File: src/bank_pkg.sv
// Shared lane, width and selector constants
// Row, word and layout setting typedefs
// Read sequencer state encoding

package bank_pkg;

	// ======================================
	// Geometry
	// ======================================
	// Banks per row, also lanes per row
	localparam int NBANK   = 4;
	localparam int LANE_BW = 2;
	// One rotate enable per omega stage
	localparam int ROT_BW  = 1;
	// Selector reaches row-address bits 0 to 15
	localparam int SEL_BW  = 4;
	localparam int DATA_BW = 8;

	// ======================================
	// Types
	// ======================================
	typedef logic [DATA_BW-1:0]        data_t;
	// Lane or bank 0 in the low word
	typedef logic [NBANK*DATA_BW-1:0]  row_vec_t;
	typedef logic [SEL_BW-1:0]         xor_sel_t;
	// Selector i drives butterfly stage i
	typedef logic [LANE_BW*SEL_BW-1:0] xor_cfg_t;
	typedef logic [ROT_BW-1:0]         rot_cfg_t;

	typedef enum logic [1:0] {IDLE, ISSUE, DRAIN} rd_state_t;

endpackage

File: src/bank_write_swizzle.sv
// Write-side layout network
// Butterfly stages LSB first, then the omega rotation
// Maps a lane-ordered row to bank order

`timescale 1ns/1ps

module bank_write_swizzle #(
	parameter int ROW_BW = 4
) (
	input  logic [ROW_BW-1:0]         i_row,
	input  bank_pkg::xor_cfg_t        i_xor,
	input  bank_pkg::rot_cfg_t        i_rot,
	input  bank_pkg::row_vec_t        i_data,
	output bank_pkg::row_vec_t        o_data
);

	// ======================================
	// Local constants
	// ======================================
	localparam int NBANK     = bank_pkg::NBANK;
	localparam int BW        = bank_pkg::DATA_BW;
	localparam int NBF       = bank_pkg::LANE_BW;
	localparam int NROT      = bank_pkg::ROT_BW;
	localparam int ADDR_SPAN = 1 << bank_pkg::SEL_BW;
	localparam int BANK_MASK = NBANK - 1;

	// ======================================
	// Internal
	// ======================================
	// Row address padded out to the selector range
	logic [ADDR_SPAN-1:0] row_ext;
	// Stage 0 is the input, last stage is the bank order
	bank_pkg::data_t      stage [NBF+NROT+1][NBANK];
	logic [NBF-1:0]       flip;

	// Selectors past ROW_BW land on zero padding
	always_comb begin
		row_ext = '0;
		row_ext[ROW_BW-1:0] = i_row;
	end

	always_comb begin
		bank_pkg::xor_sel_t sel;
		for (int i = 0; i < NBF; i++) begin
			sel = i_xor[i*bank_pkg::SEL_BW +: bank_pkg::SEL_BW];
			// Lane bits never feed a selector, so one flag per stage
			flip[i] = row_ext[sel];
		end
	end

	always_comb begin
		for (int j = 0; j < NBANK; j++) begin
			stage[0][j] = i_data[j*BW +: BW];
		end
		// Butterfly, LSB stage first
		for (int i = 0; i < NBF; i++) begin
			for (int j = 0; j < NBANK; j++) begin
				stage[i+1][j] = flip[i] ? stage[i][j ^ (1 << i)] : stage[i][j];
			end
		end
		// Omega rotation, lane j pulls lane j + 2^i
		for (int i = 0; i < NROT; i++) begin
			for (int j = 0; j < NBANK; j++) begin
				stage[NBF+i+1][j] = i_rot[i] ?
					stage[NBF+i][(j + (1 << i)) & BANK_MASK] :
					stage[NBF+i][j];
			end
		end
		for (int j = 0; j < NBANK; j++) begin
			o_data[j*BW +: BW] = stage[NBF+NROT][j];
		end
	end

endmodule

File: src/bank_read_unswizzle.sv
// Read-side inverse layout network
// Reverse rotation, then butterfly stages MSB first
// Registered lane-order output with a valid strobe

`timescale 1ns/1ps

module bank_read_unswizzle #(
	parameter int ROW_BW = 4
) (
	input  logic                      i_clk,
	input  logic                      i_reset,
	input  logic                      i_en,
	input  logic [ROW_BW-1:0]         i_row,
	input  bank_pkg::xor_cfg_t        i_xor,
	input  bank_pkg::rot_cfg_t        i_rot,
	input  bank_pkg::row_vec_t        i_data,
	output bank_pkg::row_vec_t        o_data,
	output logic                      o_valid
);

	// ======================================
	// Local constants
	// ======================================
	localparam int NBANK     = bank_pkg::NBANK;
	localparam int BW        = bank_pkg::DATA_BW;
	localparam int NBF       = bank_pkg::LANE_BW;
	localparam int NROT      = bank_pkg::ROT_BW;
	localparam int ADDR_SPAN = 1 << bank_pkg::SEL_BW;
	localparam int BANK_MASK = NBANK - 1;

	logic [ADDR_SPAN-1:0] row_ext;
	bank_pkg::data_t      stage [NBF+NROT+1][NBANK];
	logic [NBF-1:0]       flip;
	bank_pkg::row_vec_t   lane_row;

	always_comb begin
		row_ext = '0;
		row_ext[ROW_BW-1:0] = i_row;
	end

	always_comb begin
		bank_pkg::xor_sel_t sel;
		for (int i = 0; i < NBF; i++) begin
			sel = i_xor[i*bank_pkg::SEL_BW +: bank_pkg::SEL_BW];
			flip[i] = row_ext[sel];
		end
	end

	always_comb begin
		for (int j = 0; j < NBANK; j++) begin
			stage[0][j] = i_data[j*BW +: BW];
		end
		// Undo the rotations, highest stage first
		// Lane j pulls lane j - 2^i modulo the bank count
		for (int k = 0; k < NROT; k++) begin
			for (int j = 0; j < NBANK; j++) begin
				stage[k+1][j] = i_rot[NROT-1-k] ?
					stage[k][(j + NBANK - (1 << (NROT-1-k))) & BANK_MASK] :
					stage[k][j];
			end
		end
		// Each butterfly is its own inverse, run them MSB first
		for (int k = 0; k < NBF; k++) begin
			for (int j = 0; j < NBANK; j++) begin
				stage[NROT+k+1][j] = flip[NBF-1-k] ?
					stage[NROT+k][j ^ (1 << (NBF-1-k))] :
					stage[NROT+k][j];
			end
		end
		for (int j = 0; j < NBANK; j++) begin
			lane_row[j*BW +: BW] = stage[NROT+NBF][j];
		end
	end

	// Output stage, one valid per enabled row
	always_ff @(posedge i_clk) begin
		if (i_en) begin
			o_data <= lane_row;
		end
		if (i_reset) begin
			o_valid <= 1'b0;
		end else begin
			o_valid <= i_en;
		end
	end

endmodule

File: src/bank_array.sv
// Four single-write, single-read word banks
// Shared row address across banks, registered read

`timescale 1ns/1ps

module bank_array #(
	parameter int ROW_BW = 4
) (
	input  logic                      i_clk,
	input  logic                      i_wr_en,
	input  logic [ROW_BW-1:0]         i_wr_row,
	input  bank_pkg::row_vec_t        i_wr_data,
	input  logic                      i_rd_en,
	input  logic [ROW_BW-1:0]         i_rd_row,
	output bank_pkg::row_vec_t        o_rd_data
);

	// ======================================
	// Local constants
	// ======================================
	localparam int NBANK = bank_pkg::NBANK;
	localparam int BW    = bank_pkg::DATA_BW;
	localparam int DEPTH = 1 << ROW_BW;

	// Read register per bank
	bank_pkg::data_t rd_q [NBANK];

	// ======================================
	// Banks
	// ======================================
	for (genvar b = 0; b < NBANK; b++) begin : g_bank
		bank_pkg::data_t mem [DEPTH];

		// Bank b takes word b of the swizzled row
		always_ff @(posedge i_clk) begin
			if (i_wr_en) begin
				mem[i_wr_row] <= i_wr_data[b*BW +: BW];
			end
		end

		// Read holds its value while idle
		always_ff @(posedge i_clk) begin
			if (i_rd_en) begin
				rd_q[b] <= mem[i_rd_row];
			end
		end

		assign o_rd_data[b*BW +: BW] = rd_q[b];
	end

endmodule

File: src/row_counter.sv
// Block read address counter
// Wrapping row address plus remaining row count

`timescale 1ns/1ps

module row_counter #(
	parameter int ROW_BW = 4
) (
	input  logic              i_clk,
	input  logic              i_reset,
	input  logic              i_load,
	input  logic              i_step,
	input  logic [ROW_BW-1:0] i_base,
	input  logic [ROW_BW:0]   i_count,
	output logic [ROW_BW-1:0] o_row,
	output logic              o_last
);

	// Rows still to issue, including the current one
	logic [ROW_BW:0] remain_q;

	always_ff @(posedge i_clk) begin
		if (i_reset) begin
			o_row    <= '0;
			remain_q <= '0;
		end else if (i_load) begin
			o_row    <= i_base;
			remain_q <= i_count;
		end else if (i_step) begin
			// Address wraps at the array depth
			o_row    <= o_row + 1'b1;
			remain_q <= remain_q - 1'b1;
		end
	end

	// Current row is the final one of the block
	assign o_last = (remain_q == {{ROW_BW{1'b0}}, 1'b1});

endmodule

File: src/read_sequencer.sv
// Block read FSM
// Issues one row per cycle, then flushes the read pipeline
// Drives counter load and step, bank read issue and busy

`timescale 1ns/1ps

module read_sequencer #(
	parameter int ROW_BW = 4
) (
	input  logic i_clk,
	input  logic i_reset,
	input  logic i_start,
	input  logic i_last,
	output logic o_load,
	output logic o_step,
	output logic o_issue,
	output logic o_busy
);

	// Cycles the pipeline needs after the last issue
	localparam int DRAIN_CYCLES = 2;

	bank_pkg::rd_state_t state_q;
	bank_pkg::rd_state_t state_d;
	logic                drain_q;
	logic                drain_done;

	// ======================================
	// Next state
	// ======================================
	assign drain_done = drain_q == 1'(DRAIN_CYCLES - 1);

	always_comb begin
		state_d = state_q;
		case (state_q)
			bank_pkg::IDLE:  if (i_start) state_d = bank_pkg::ISSUE;
			bank_pkg::ISSUE: if (i_last) state_d = bank_pkg::DRAIN;
			bank_pkg::DRAIN: if (drain_done) state_d = bank_pkg::IDLE;
			default:         state_d = bank_pkg::IDLE;
		endcase
	end

	always_ff @(posedge i_clk) begin
		if (i_reset) begin
			state_q <= bank_pkg::IDLE;
			drain_q <= 1'b0;
		end else begin
			state_q <= state_d;
			// Flush counter only runs in DRAIN
			drain_q <= (state_q == bank_pkg::DRAIN) ? !drain_done : 1'b0;
		end
	end

	// ======================================
	// Outputs
	// ======================================
	// Start is only taken while idle
	assign o_load  = i_start && (state_q == bank_pkg::IDLE);
	// One row per cycle for the whole ISSUE state
	assign o_issue = state_q == bank_pkg::ISSUE;
	assign o_step  = o_issue;
	assign o_busy  = state_q != bank_pkg::IDLE;

endmodule

File: src/bank_remap_top.sv
// Banked row memory with XOR-swizzled lane layout
// Write swizzle, bank array, block read control, read unswizzle

`timescale 1ns/1ps

module bank_remap_top #(
	parameter int ROW_BW = 4
) (
	input  logic                      i_clk,
	input  logic                      i_reset,
	// Write port
	input  logic                      i_wr_en,
	input  logic [ROW_BW-1:0]         i_wr_row,
	input  bank_pkg::row_vec_t        i_wr_data,
	input  bank_pkg::xor_cfg_t        i_wr_xor,
	input  bank_pkg::rot_cfg_t        i_wr_rot,
	// Block read port
	input  logic                      i_rd_start,
	input  logic [ROW_BW-1:0]         i_rd_row,
	input  logic [ROW_BW:0]           i_rd_count,
	input  bank_pkg::xor_cfg_t        i_rd_xor,
	input  bank_pkg::rot_cfg_t        i_rd_rot,
	output bank_pkg::row_vec_t        o_rd_data,
	output logic                      o_rd_valid,
	output logic                      o_rd_busy
);

	// ======================================
	// Internal
	// ======================================
	bank_pkg::row_vec_t  wr_bank_data;
	bank_pkg::row_vec_t  rd_bank_data;
	logic                ctr_load;
	logic                ctr_step;
	logic                ctr_last;
	logic [ROW_BW-1:0]   ctr_row;
	logic                issue;
	// Issue and row, one cycle late to meet the bank read data
	logic                issue_q;
	logic [ROW_BW-1:0]   row_q;

	// Write path
	bank_write_swizzle #(.ROW_BW(ROW_BW)) u_wr_swizzle (
		.i_row  (i_wr_row),
		.i_xor  (i_wr_xor),
		.i_rot  (i_wr_rot),
		.i_data (i_wr_data),
		.o_data (wr_bank_data)
	);

	bank_array #(.ROW_BW(ROW_BW)) u_banks (
		.i_clk     (i_clk),
		.i_wr_en   (i_wr_en),
		.i_wr_row  (i_wr_row),
		.i_wr_data (wr_bank_data),
		.i_rd_en   (issue),
		.i_rd_row  (ctr_row),
		.o_rd_data (rd_bank_data)
	);

	// Block read control
	read_sequencer #(.ROW_BW(ROW_BW)) u_rd_seq (
		.i_clk   (i_clk),
		.i_reset (i_reset),
		.i_start (i_rd_start),
		.i_last  (ctr_last),
		.o_load  (ctr_load),
		.o_step  (ctr_step),
		.o_issue (issue),
		.o_busy  (o_rd_busy)
	);

	row_counter #(.ROW_BW(ROW_BW)) u_row_ctr (
		.i_clk   (i_clk),
		.i_reset (i_reset),
		.i_load  (ctr_load),
		.i_step  (ctr_step),
		.i_base  (i_rd_row),
		.i_count (i_rd_count),
		.o_row   (ctr_row),
		.o_last  (ctr_last)
	);

	// Row address rides along with the bank read
	always_ff @(posedge i_clk) begin
		if (issue) begin
			row_q <= ctr_row;
		end
		if (i_reset) begin
			issue_q <= 1'b0;
		end else begin
			issue_q <= issue;
		end
	end

	// Read path
	bank_read_unswizzle #(.ROW_BW(ROW_BW)) u_rd_unswizzle (
		.i_clk   (i_clk),
		.i_reset (i_reset),
		.i_en    (issue_q),
		.i_row   (row_q),
		.i_xor   (i_rd_xor),
		.i_rot   (i_rd_rot),
		.i_data  (rd_bank_data),
		.o_data  (o_rd_data),
		.o_valid (o_rd_valid)
	);

endmodule

File: config.mk
export PLATFORM = sky130hd
export DESIGN_NAME = bank_remap_top
export DESIGN_NICKNAME = d
export VERILOG_FILES = /design/src/bank_pkg.sv /design/src/bank_write_swizzle.sv /design/src/bank_read_unswizzle.sv /design/src/bank_array.sv /design/src/row_counter.sv /design/src/read_sequencer.sv /design/src/bank_remap_top.sv
export SDC_FILE = /design/constraint.sdc
export NUM_CORES = 1
export LEC_CHECK = 0
export BUFFER_PORTS_ARGS = -buffer_cell sky130_fd_sc_hd__buf_2
export CAP_MARGIN = 10
export CORE_AREA = 2 2 239 194
export DETAILED_ROUTE_END_ITERATION = 10
export DIE_AREA = 0 0 241 196
export GPL_ROUTABILITY_DRIVEN = 0
export HOLD_SLACK_MARGIN = 0.1
export PLACE_DENSITY = 0.74
export SYNTH_ARGS = -nofsm -noshare
export SYNTH_HDL_FRONTEND = slang
export SYNTH_SLANG_ARGS = --single-unit
File: constraint.sdc
create_clock -name i_clk -period 4.3 [get_ports i_clk]
set_input_delay 0 -clock i_clk [delete_from_list [all_inputs] [get_ports i_clk]]
set_output_delay 0 -clock i_clk [all_outputs]
set_load 0.1 [all_outputs]
**After elaboration in Yosys (flattened, before gate mapping)**

Memories as Yosys holds them, arrays and structs flattened. A register that Yosys moved wholly into a read port is not among the register bits.
Cells that the tools add are included.

- $lt $le $gt $ge: 4
- $add $sub $neg: 2
- Eq/ne operators: 6
- Reductions and logical operators: 7
- Bitwise operators: 1
- Multiplexer cells: 52

Operators with widths:

| kind | count |
|---|---|
| 8-bit two-way mux | 24 |
| 4-bit two-way mux | 10 |
| 4-bit by 5-bit less-than comparator with 1-bit output (second input constant) | 4 |
| 1-bit binary-select mux with 4-bit select | 4 |
| 5-bit two-way mux | 2 |
| 1-bit two-way mux | 8 |
| 2-bit two-way mux | 3 |
| 2-bit case mux with 3 select lines | 1 |
| 5-bit by 1-bit equality test with 1-bit output (second input constant) | 1 |
| 5-bit by 1-bit subtractor with 5-bit output (second input constant) | 1 |
| 4-bit by 1-bit adder with 4-bit output (second input constant) | 1 |
| 2-bit inequality test (second input constant) | 2 |
| 2-bit nonzero test | 2 |
| 3-bit AND reduction | 1 |
| 2-bit by 1-bit equality test with 1-bit output (second input constant) | 1 |
| 2-bit equality test (second input constant) | 1 |
| 2-bit zero test | 1 |
| 2-bit by 1-bit inequality test with 1-bit output (second input constant) | 1 |
| 2-bit OR reduction | 1 |
| 1-bit logical AND | 1 |
| 1-bit zero test | 1 |
| 1-bit NOT | 1 |

- Bits of input ports: 67
- Memories: 5
- Flip-flop bits (word level): 50
- RAM bits: 544
- Output and inout bits: 34
- Logic and storage cells: 85

Memories:

| memory | depth | width | rd ports | clocked after memory_dff | write ports | RTL line | text |
|---|---|---|---|---|---|---|---|
| u_banks.g_bank[0].mem | 16 | 8 | 1 | 1 | 1 | bank_array.sv:32 | `bank_pkg::data_t mem [DEPTH];` |
| u_banks.g_bank[1].mem | 16 | 8 | 1 | 1 | 1 | bank_array.sv:32 |  |
| u_banks.g_bank[2].mem | 16 | 8 | 1 | 1 | 1 | bank_array.sv:32 |  |
| u_banks.g_bank[3].mem | 16 | 8 | 1 | 1 | 1 | bank_array.sv:32 |  |
| u_banks.rd_q | 4 | 8 | 4 | 0 | 4 | bank_array.sv:26 | `bank_pkg::data_t rd_q [NBANK];` |

**Logic depth before layout (Yosys ltp)**

Gate-level depths: netlist (run 1).

- Word-level depth: 5
- Mapped depth: 7
- Gate-level depth less buffers: 5

**Hierarchy**

From an unflattened synthesis (run 1), not the netlist that was laid out.

- Cell total of the unflattened synthesis: 1196
- Area total of the unflattened synthesis: 24295.8 um^2

Modules (own cells, without submodules):

| module | seq. area each (um^2) | area each (um^2) | cells an instance | times used |
|---|---|---|---|---|
| bank_array | 16335.7 | 20156.8 | 838 | 1 |
| bank_read_unswizzle | 980.9 | 2134.5 | 145 | 1 |
| bank_write_swizzle | 0.0 | 1174.9 | 136 | 1 |
| row_counter | 180.2 | 529.3 | 57 | 1 |
| bank_remap_top | 140.1 | 153.9 | 6 | 1 |
| read_sequencer | 60.1 | 146.4 | 14 | 1 |

**Least setup slack after synthesis (run 1)**

OpenSTA, ideal clock, no wires.

- Kind: input to register
- From: in i_wr_row[2]
- To: mem u_banks.g_bank[0].mem[0][0] (netlist bit) (enable)
- Path slack: 1.121 ns
- Required time: 3.839 ns
- Data arrival time: 2.718 ns
- Cell stages on the path: 2
- Buffers on the path: 0
- Library setup time: 0.461 ns
- Cells stage by stage: or3b_2 -> nor3_1

RTL lines:

| element | RTL line | text |
|---|---|---|
| start: declaration | bank_remap_top.sv:13 | `input logic [ROW_BW-1:0] i_wr_row,` |
| end: declaration | bank_array.sv:32 |  |

Straight into the memory's write port.

**Final worst setup path (run 1)**

- From: in i_wr_row[0]
- To: mem u_banks.g_bank[3].mem[7][3] (netlist bit), data pin

- Cells in the longest elaborated chain, start to end: 5
- Elaborated cells on any way between the ends: 11
- Those cells by class: mux (11)

RTL lines:

| element | RTL line | text |
|---|---|---|
| 1-bit binary-select mux with 4-bit select | bank_write_swizzle.sv:47 | `flip[i] = row_ext[sel];` |
| 1-bit two-way mux (implied by the code) | bank_write_swizzle.sv:47 |  |
| 8-bit two-way mux (2 in series) | bank_write_swizzle.sv:58 | `stage[i+1][j] = flip[i] ? stage[i][j ^ (1 << i)] : stage[i][j];` |
| 8-bit two-way mux (*) | bank_write_swizzle.sv:64 | `stage[NBF+i+1][j] = i_rot[i] ?` |
| net u_banks.i_wr_data[27] | bank_array.sv:12 | `input bank_pkg::row_vec_t i_wr_data,` |
| end: declaration | bank_array.sv:32 |  |

The timed path passes the listed nets; every way through them passes the cells marked *. The select of a mux whose other input is x is not followed.

==> flow_summary_export.csv, run 1 <==
group,metric,value,unit
outcome,status,"finished clean",
clock_network,root_buffer,"clkbuf_16",
die,die-area,47200,um2
final_layout,final_area,28000,um2
critical_path,crit_end,"u_banks.g_bank[3].mem[7][3]$_DFFE_PP_",
critical_path,slowest_delay,0.85,ns
final_layout,fin_util,0.622,
power,power_density,480,nW/um2
sta,hold_viol_final,0,
routing,vias_per_cell,6.17,
critical_path,worst-path-buf-inv,3,
critical_path,reg2reg_depth,8,
min_path,hold_path_class,"input pin to flop",
logic_synthesis,ys_seq_area_frac,0.729,
sta,slew_violations,0,
sta,clock_skew,0.0254,ns
placed_design,dpl.cell_count,1935,
critical_path,critical_path_class,"input pin to flop",
logic_synthesis,post_synth.cell_area_avg,19.4,um2
clock_network,clk_path_buf_depth,3,
routing,drcViolationCount,0,
routing,num_vias,12800,
placed_design,postPlaceCellArea,25800,um2
die,initial_utilization,0.542,
clock_network,cts_setup_buffers,0,
die,num_rows,70,
power,combPwrFrac,0.115,
logic_synthesis,ys_types,42,
power,p_sw,3.14,mW
final_layout,fillCellCount,3094,
routing,ant_nets,0,
final_layout,fin_nets,1483,
power,clkPwrFrac,0.373,
grt,grt_pass1_vias,12600,
clock_network,cts_tree,"built",
routing,routedWlPerCell,26.2,um
critical_path,cpMostUsedCell,"nor2_1",
clock_network,cts_resized,0,
grt,antenna_found_initial,4,
logic_synthesis,synth_seq_cells,598,
critical_path,crit_arrival,3.29,ns
clock_network,clk_pin_slew,0.06,ns
power,sw_frac_of_total,0.234,
run,maxCapViolCount,0,
routing,dr.pass1.iters,5,
critical_path,cp_max_fo,18,
sta,rsz0062_at_grt,"false",
logic_synthesis,synth.cell_area,24400,um2
placed_design,pre_cts_ws,1.29,ns
power,p_seq_frac,0.513,
logic_synthesis,syn_inst,1258,
sta,layout_setup_ws,1.23,ns
critical_path,start_kind,"input pin",
clock_network,postCtsHoldBufs,29,
logic_synthesis,synth.most_common_cell,"edfxtp_1",
logic_synthesis,ys.warnings.count,0,
sta,min_period_over_period,0.713,
critical_path,required,4.52,ns
critical_path,cp-end-kind,"flop",
die,boundaryPins,101,
final_layout,syn_to_final_growth,14.7,%
power,power.leakage,9.15,nW
critical_path,reg2reg_slack,1.33,ns
logic_synthesis,ys_top_cells_by_count,"edfxtp_1, mux4_2, a21oi_1",
clock_network,htreeDepth,2,
critical_path,r2r-start,"u_rd_seq.state_q[1]$_SDFFE_PP0P_",
final_layout,drive_gt1_frac,0.277,
sta,tns,0,ns
logic_synthesis,yosysTopAreaCell,"edfxtp_1",
clock_network,clk_latency,0.60,ns
grt,grt_first_pass_wirelength,80.3,mm
logic_synthesis,ys.flop_type,"edfxtp_1",
critical_path,cp_top_family,"simple AND/OR/NAND/NOR gates",
placed_design,port_buffers,100,
sta,max_slew_margin,0.156,
sta,fin_crit,3.07,ns
power,power.total,13.4,mW
power,vdd_ir_drop_max,348,uV
logic_synthesis,synth_nets,1328,
logic_synthesis,synth_edf_count,580,
grt,grt_max_degree,65,
grt,grt-ovfl-total,0,
clock_network,cts.sinks,598,
final_layout,stdcell_count,2075,
routing,routed_wl,54.3,mm
routing,drtIter0Drc,1332,
critical_path,crit_start,"i_wr_row[0]",
sta,worstMarginPinSlew,1.23,ns
critical_path,path_depth,8,
die,coreArea,45000,um2
grt,grt_usage,0.235,
clock_network,numCtsBuffers,56,
die,die_x,241,um
logic_synthesis,synthTopCellsByArea,"edfxtp_1, mux4_2, mux2i_1, a21oi_1, dfxtp_1",
die,die_h,196,um
logic_synthesis,postSynth.asyncResetShare,0,
sta,holdWs,0.164,ns
power,internal_power,10.3,mW
sta,finalSetupViolations,0,
critical_path,worstReg2RegEnd,"u_row_ctr.remain_q[1]$_SDFFE_PP0N_",
critical_path,slowest_stage,"nor2_1",
sta,max_freq,326,MHz
placed_design,dpl.hpwl,31.4,mm
logic_synthesis,yosysTopAreaCellShare,0.714,
critical_path,worstPathCellList,"dlygate4sd3_1, buf_2, mux4_2, nand2_2, nor2_1, buf_4, a22o_1, nor2_1",
per-layer routing:
metal	global-route usage	part of all wire
met4	0.0599	0.021
met2	0.352	0.46
met3	0.0629	0.11
met5	0	0.00026
met1	0.349	0.41
registers in the layout, summed over array words and instances (netlist names), named ones only:
signal and flops:
u_banks.g_bank.mem 512, u_rd_seq.drain_done 1, u_banks.rd_q 32, u_rd_seq.state_q 2, u_rd_unswizzle.o_data 32, issue_q 1
u_row_ctr.o_row 4, u_row_ctr.remain_q 5, u_rd_unswizzle.o_valid 1, row_q 4
cell families (layout without fill, tap and decap cells):
group,after synthesis,after routing,share of synthesized area
buffers and inverters,75,277,0.0131
other,0,3,0
AOI/OAI and AO/OA,147,147,0.0387
DFF,598,598,0.729
and+or+nand+nor,197,197,0.0376
xor gates and xnor gates,8,8,0.00364
muxes,230,230,0.177
adders and majority gates,3,3,0.00154
final cells by class:
type | instances | area, um2 | area share
antenna | 3 | 7.51 | 0.000268
clock buffer | 72 | 1480 | 0.0530
clock inverter | 33 | 370 | 0.0132
inverter | 7 | 26.3 | 0.000939
multi-input combinational | 585 | 6420 | 0.230
sequential | 598 | 17800 | 0.636
tap | 612 | 766 | 0.0274
timing repair buffer | 165 | 1120 | 0.0400
worst min-delay path by stage:
stage                     slack [ns]                                  end  cells after the start     startpoint
after global placement          0.27   u_row_ctr.remain_q[1]$_SDFFE_PP0N_                      3  i_rd_count[1]
final                           0.16  u_rd_unswizzle.o_data[22]$_DFFE_PP_                      4    i_rd_xor[7]
after global routing            0.20   u_rd_unswizzle.o_data[9]$_DFFE_PP_                      4    i_rd_xor[7]
after CTS                       0.13  u_rd_unswizzle.o_data[23]$_DFFE_PP_                      4    i_rd_xor[7]
after detailed placement        0.28   u_row_ctr.remain_q[1]$_SDFFE_PP0N_                      3  i_rd_count[1]
after floorplan                 0.07    u_rd_unswizzle.o_valid$_SDFF_PP0_                      1        i_reset
worst reg2reg max path: stages, from the launching register on:
cell and delay (ns):
dfxtp_1 0.32, nand2b_1 0.24, clkinv_1 0.15, buf_4 0.52
nor2_1 0.17, a221oi_1 0.27, dlygate4sd3_1 0.59, nor2_1 0.04
dlygate4sd3_1 0.56
cell usage in the layout, fill, tap and decap left out, types with 3 or more instances in the layout:
cell | netlist | routed
inv_6 | 0 | 3
clkinv_1 | 1 | 10
mux2i_1 | 69 | 69
buf_4 | 4 | 31
nor2_4 | 0 | 12
nand2b_1 | 34 | 34
inv_1 | 6 | 6
o21ai_0 | 4 | 4
a211oi_1 | 7 | 7
dlygate4sd3_1 | 0 | 29
diode_2 | 0 | 3
mux4_2 | 161 | 161
bufinv_16 | 0 | 8
clkinv_2 | 0 | 11
nor2_1 | 76 | 64
buf_12 | 0 | 4
clkbuf_16 | 0 | 57
xor2_1 | 3 | 3
nor3_2 | 0 | 4
nand2_1 | 36 | 36
a21oi_1 | 93 | 93
a22o_1 | 32 | 32
buf_2 | 18 | 100
nor3_1 | 35 | 31
xnor2_1 | 4 | 4
edfxtp_1 | 580 | 580
clkbuf_1 | 45 | 15
ha_1 | 3 | 3
dfxtp_1 | 18 | 14
power by group through the flow:
stage,Sequential [mW],Combinational [mW],Clock [mW]
detailed placement,7.01,1.50,0
global route,6.90,1.65,5.30
floorplan,7.08,0.975,0
global placement,6.99,1.46,0
CTS,6.88,1.53,5.07
finish,6.88,1.54,5.01
(Power assumes the default switching activity.)
==> run 2: changes to the inputs <==
PLACE_DENSITY = 0.77   (was 0.74)
clock period = 2.7 ns   (was 4.3 ns; I/O delays follow)
==> flow_summary_export.csv, run 2 (same netlist as run 1, synthesis figures left out) <==
group,metric,value,unit
clock_network,clk_path_buf_depth,3,
sta,layout_setup_ws,0.209,ns
sta,slew_violations,0,
final_layout,fin_nets,1499,
final_layout,reg_top3,"u_banks.g_bank.mem (512), u_banks.rd_q (32), u_rd_unswizzle.o_data (32)",
die,num_rows,70,
power,power.leakage,9.18,nW
clock_network,clk_pin_slew,0.06,ns
grt,grt_usage,0.245,
final_layout,regMostFlops,"u_banks.g_bank.mem",
sta,min_period_over_period,0.923,
final_layout,final_common_cell,"edfxtp_1",
grt,grt_pass1_vias,13000,
grt,met2_usage,0.380,
critical_path,crit_arrival,2.70,ns
grt,grt_first_pass_wirelength,83.0,mm
critical_path,cp-end-kind,"flop",
grt,antenna_found_initial,1,
run,maxCapViolCount,0,
critical_path,worst-path-buf-inv,4,
sta,finalSetupViolations,0,
placed_design,pre_cts_ws,0.116,ns
routing,vias_per_cell,6.21,
die,boundaryPins,101,
critical_path,cp_top_family,"buffers and inverters",
sta,hold_viol_final,0,
routing,dr.pass1.iters,5,
routing,routedWlPerCell,27.2,um
routing,drtIter0Drc,1435,
placed_design,postPlaceCellArea,26000,um2
die,die_x,241,um
placed_design,dpl.hpwl,30.4,mm
critical_path,required,2.91,ns
min_path,hold_path_class,"input pin to flop",
outcome,status,"finished clean",
clock_network,clk_latency,0.59,ns
power,p_sw,4.94,mW
sta,rsz0062_at_grt,"false",
final_layout,layout_common_cells,"edfxtp_1, mux4_2, buf_2",
critical_path,slowest_delay,0.90,ns
routing,routed_wl,56.7,mm
grt,grt-ovfl-total,0,
routing,drcViolationCount,0,
clock_network,cts_tree,"built",
final_layout,drive_gt1_frac,0.281,
final_layout,syn_to_final_growth,15.0,%
grt,grt_max_degree,65,
clock_network,htreeDepth,2,
critical_path,start_kind,"input pin",
grt,globalRouteMet1Util,0.360,
power,combPwrFrac,0.121,
sta,max_slew_margin,0.185,
power,p_seq_frac,0.525,
power,power_density,743,nW/um2
sta,clock_skew,0.0154,ns
clock_network,root_buffer,"clkbuf_16",
die,die-area,47200,um2
routing,num_vias,12900,
min_path,holdPathStages,4,
sta,worstMarginPinSlew,1.19,ns
power,vdd_ir_drop_max,504,uV
sta,fin_crit,2.49,ns
clock_network,cts.sinks,598,
critical_path,worstPathCellList,"dlygate4sd3_1, buf_2, nor2_1, dlygate4sd3_1, nand2_2, buf_12, mux2i_1",
clock_network,cts_setup_buffers,0,
placed_design,port_buffers,100,
grt,use_met3,0.0549,
critical_path,reg2reg_depth,7,
routing,ant_nets,0,
critical_path,critical_path_class,"input pin to flop",
clock_network,numCtsBuffers,56,
sta,max_freq,401,MHz
die,die_h,196,um
critical_path,slowest_stage,"mux2i_1",
final_layout,final_area,28100,um2
critical_path,path_depth,7,
final_layout,antenna_cells,0,
die,initial_utilization,0.542,
critical_path,cp_max_fo,16,
grt,top_usage_layer,"met2",
final_layout,largest_reg_flops,512,
power,sw_frac_of_total,0.237,
power,internal_power,15.9,mW
die,coreArea,45000,um2
power,clkPwrFrac,0.354,
critical_path,cpMostUsedCell,"dlygate4sd3_1",
-- run 2: cell count changes in the layout (fill, tap and decap cells not counted) --
cell	previous run	this run
diode_2	3	0
nor3_2	4	3
buf_4	31	37
buf_8	1	0
clkbuf_1	15	9
clkinv_1	10	19
bufinv_16	8	3
dlygate4sd3_1	29	30
buf_12	4	14
clkinv_2	11	9
nor3_4	0	1
-- run 2: cell type report --
class | count | area, um2
clock buffers | 66 | 1460
clock inverters | 35 | 244
fillers | 3097 | 16900
inverters | 7 | 26.3
multi-input cells | 585 | 6430
flip-flops and latches | 598 | 17800
well taps | 612 | 766
repair buffers | 181 | 1360
-- run 2: through the flow --
step           utilization  total power, mW  std cells  hold slack (ns)  setup TNS, ns
2_1_floorplan            -             12.8       1258           0.0716         -19.96
3_3_place_gp         0.579             13.5       1950            0.273              0
3_5_place_dp         0.579             13.6       1950            0.305              0
4_1_cts              0.622             20.9       2075            0.113              0
5_1_grt              0.624             21.5       2084            0.166              0
6_report             0.624             20.9       2084            0.136              0
-- run 2: power by group through the flow --
stage	Sequential, mW	Clock, mW	Combinational [mW]
detailed placement	11.1	0	2.45
floorplan	11.3	0	1.55
global placement	11.1	0	2.38
global route	11.0	7.82	2.71
CTS	11.0	7.48	2.51
finish	11.0	7.37	2.52
-- run 2: final timing paths --
check,slack (ns),startpoint,to
setup reg to reg,0.22,u_rd_seq.state_q[1]$_SDFFE_PP0P_,u_row_ctr.remain_q[1]$_SDFFE_PP0N_
setup / recovery,0.21,i_wr_xor[7],u_banks.g_bank[0].mem[0][1]$_DFFE_PP_
hold reg to reg,0.42,u_rd_seq.drain_done$_SDFF_PP0_,u_rd_seq.drain_done$_SDFF_PP0_
hold / removal,0.14,i_rd_xor[7],u_rd_unswizzle.o_data[30]$_DFFE_PP_
-- run 2: what timing repair did --
item,4_1_cts,5_1_grt
endpoints found under the hold margin,46,1
gates resized for setup,0,0
hold buffers,24,6
-- run 2: tightest hold or removal path: cells and delay by family --
family,cells,cell delay [ns]
AO/OA/AOI/OAI,2,0.22
buffers and inverters,2,0.37
-- run 2: routing by layer --
layer | vias to the layer above | wire length [um]
met1 | 6621 | 23000
met4 | 4 | 1030
met5 | - | 99
met3 | 100 | 5760
li1 | 5514 | -
met2 | 694 | 26800
==> run 3: changes to the inputs <==
PLACE_DENSITY = 0.74   (was 0.77)
clock period = 2.6 ns   (was 2.7 ns; I/O delays follow)
==> flow_summary_export.csv, run 3 (same netlist as run 1, synthesis figures left out) <==
group,metric,value,unit
clock_network,htreeDepth,2,
routing,drtIter0Drc,1450,
power,power.leakage,9.32,nW
final_layout,multi_input_area,6430,um2
sta,rsz0062_at_grt,"false",
critical_path,worstReg2RegEnd,"u_row_ctr.remain_q[1]$_SDFFE_PP0N_",
final_layout,seq_area,17800,um2
grt,antenna_found_initial,0,
routing,drcViolationCount,0,
clock_network,cts_setup_buffers,0,
placed_design,dpl.hpwl,30.8,mm
min_path,holdPathStages,3,
grt,grt_first_pass_wirelength,81.0,mm
final_layout,largest_reg_flops,512,
die,die_x,241,um
final_layout,antenna_cells,0,
grt,grt_usage,0.238,
final_layout,fin_nets,1510,
placed_design,pre_cts_ws,-0.0352,ns
routing,num_vias,12800,
final_layout,fillCellCount,3105,
critical_path,reg2reg_slack,0.21,ns
sta,fin_crit,2.46,ns
sta,max_freq,406,MHz
die,num_rows,70,
sta,finalSetupViolations,0,
critical_path,required,2.84,ns
critical_path,cp_max_fo,16,
power,sw_frac_of_total,0.238,
final_layout,layout_common_cells,"edfxtp_1, mux4_2, buf_2",
sta,worstMarginPinSlew,1.21,ns
clock_network,cts_tree,"built",
run,maxCapViolCount,0,
final_layout,drive_gt1_frac,0.293,
outcome,status,"finished clean",
routing,dr.pass1.iters,7,
grt,grt-ovfl-total,0,
min_path,worstHoldEndpoint,"u_banks.g_bank[0].mem[8][6]$_DFFE_PP_",
sta,slew_violations,0,
grt,grt_pass1_vias,12800,
placed_design,port_buffers,100,
critical_path,critical_path_class,"input pin to flop",
routing,ant_nets,0,
final_layout,reg_top3,"u_banks.g_bank.mem (512), u_banks.rd_q (32), u_rd_unswizzle.o_data (32)",
power,vdd_ir_drop_max,577,uV
power,power_density,771,nW/um2
clock_network,clk_pin_slew,0.06,ns
critical_path,crit_arrival,2.70,ns
routing,routedWlPerCell,26.1,um
power,p_sw,5.21,mW
final_layout,final_common_cell,"edfxtp_1",
final_layout,regMostFlops,"u_banks.g_bank.mem",
clock_network,cts.sinks,598,
min_path,worstHoldStart,"i_wr_data[6]",
critical_path,r2r-start,"u_rd_seq.state_q[0]$_SDFFE_PP0P_",
clock_network,numCtsBuffers,56,
clock_network,clk_path_buf_depth,3,
power,clkPwrFrac,0.360,
power,power.total,21.9,mW
sta,clock_skew,0.0199,ns
min_path,hold_path_class,"input pin to flop",
die,die-area,47200,um2
sta,hold_viol_final,0,
critical_path,reg2reg_depth,7,
power,p_seq_frac,0.519,
power,combPwrFrac,0.122,
final_layout,syn_to_final_growth,16.3,%
sta,min_period_over_period,0.948,
grt,grt_max_degree,65,
die,initial_utilization,0.542,
sta,tns,0,ns
routing,vias_per_cell,6.12,
clock_network,root_buffer,"clkbuf_16",
die,boundaryPins,101,
die,coreArea,45000,um2
sta,layout_setup_ws,0.136,ns
routing,routed_wl,54.8,mm
clock_network,clk_latency,0.60,ns
critical_path,cp-end-kind,"flop",
die,die_h,196,um
sta,max_slew_margin,0.172,
power,internal_power,16.7,mW
critical_path,start_kind,"input pin",
sta,holdWs,0.0770,ns
==> run 3: critical path, stage by stage <==
cell and delay [ns]:
dlygate4sd3_1 0.53, buf_2 0.14, mux4_2 0.54, nand2_2 0.17
nor2_1 0.05, buf_4 0.21, a22o_1 0.22, nor2_1 0.83
==> run 3: cell type report <==
| cell class | instances | share of cell area |
|---|---|---|
| sequential | 598 | 0.627 |
| timing repair buffer | 192 | 0.0567 |
| multi-input combinational | 585 | 0.227 |
| clock buffer | 74 | 0.0547 |
| inverter | 7 | 0.000926 |
| clock inverter | 30 | 0.00758 |
| tap | 612 | 0.0270 |
==> run 3: power by group through the flow <==
stage	Clock, mW	Sequential [mW]	Combinational [mW]
finish	7.87	11.4	2.66
global route	8.36	11.4	2.87
CTS	7.99	11.4	2.65
floorplan	0	11.7	1.61
detailed placement	0	11.6	2.59
global placement	0	11.5	2.53
==> run 3: how the worst max path moves through the flow <==
stage	start	to	slack (ns)	cells after the start
CTS	u_rd_seq.state_q[1]$_SDFFE_PP0P_	u_row_ctr.remain_q[1]$_SDFFE_PP0N_	0.20	7
floorplan	i_wr_row[1]	u_banks.g_bank[0].mem[12][0]$_DFFE_PP_	-0.31	2
global route	u_rd_seq.state_q[0]$_SDFFE_PP0P_	u_row_ctr.remain_q[1]$_SDFFE_PP0N_	0.04	7
finish	i_wr_row[0]	u_banks.g_bank[1].mem[4][7]$_DFFE_PP_	0.14	8
detailed placement	i_wr_xor[2]	u_banks.g_bank[3].mem[0][7]$_DFFE_PP_	-0.04	7
global placement	i_wr_xor[2]	u_banks.g_bank[3].mem[0][7]$_DFFE_PP_	0.1	7
==> run 3: metrics by stage <==
step	util	cells	instance area [um2]
floorplan	-	1258	24400
global placement	0.583	1958	26300
detailed placement	0.583	1958	26300
CTS	0.629	2089	28300
global route	0.631	2098	28400
finish	0.631	2098	28400
==> run 3: layer usage <==
layer,GRT usage,share of wire,vias up
met5,0,0,-
met4,0.0617,0.024,0
met3,0.0563,0.11,100
met2,0.362,0.46,669
met1,0.353,0.41,6536
li1,-,-,5544
==> run 3: timing repair <==
| item | CTS | global route |
|---|---|---|
| endpoints found under the hold margin | 53 | 3 |
| hold buffers | 27 | 5 |
| gates resized for setup | 0 | 2 |
| endpoints found under the setup margin | 0 | 1 |
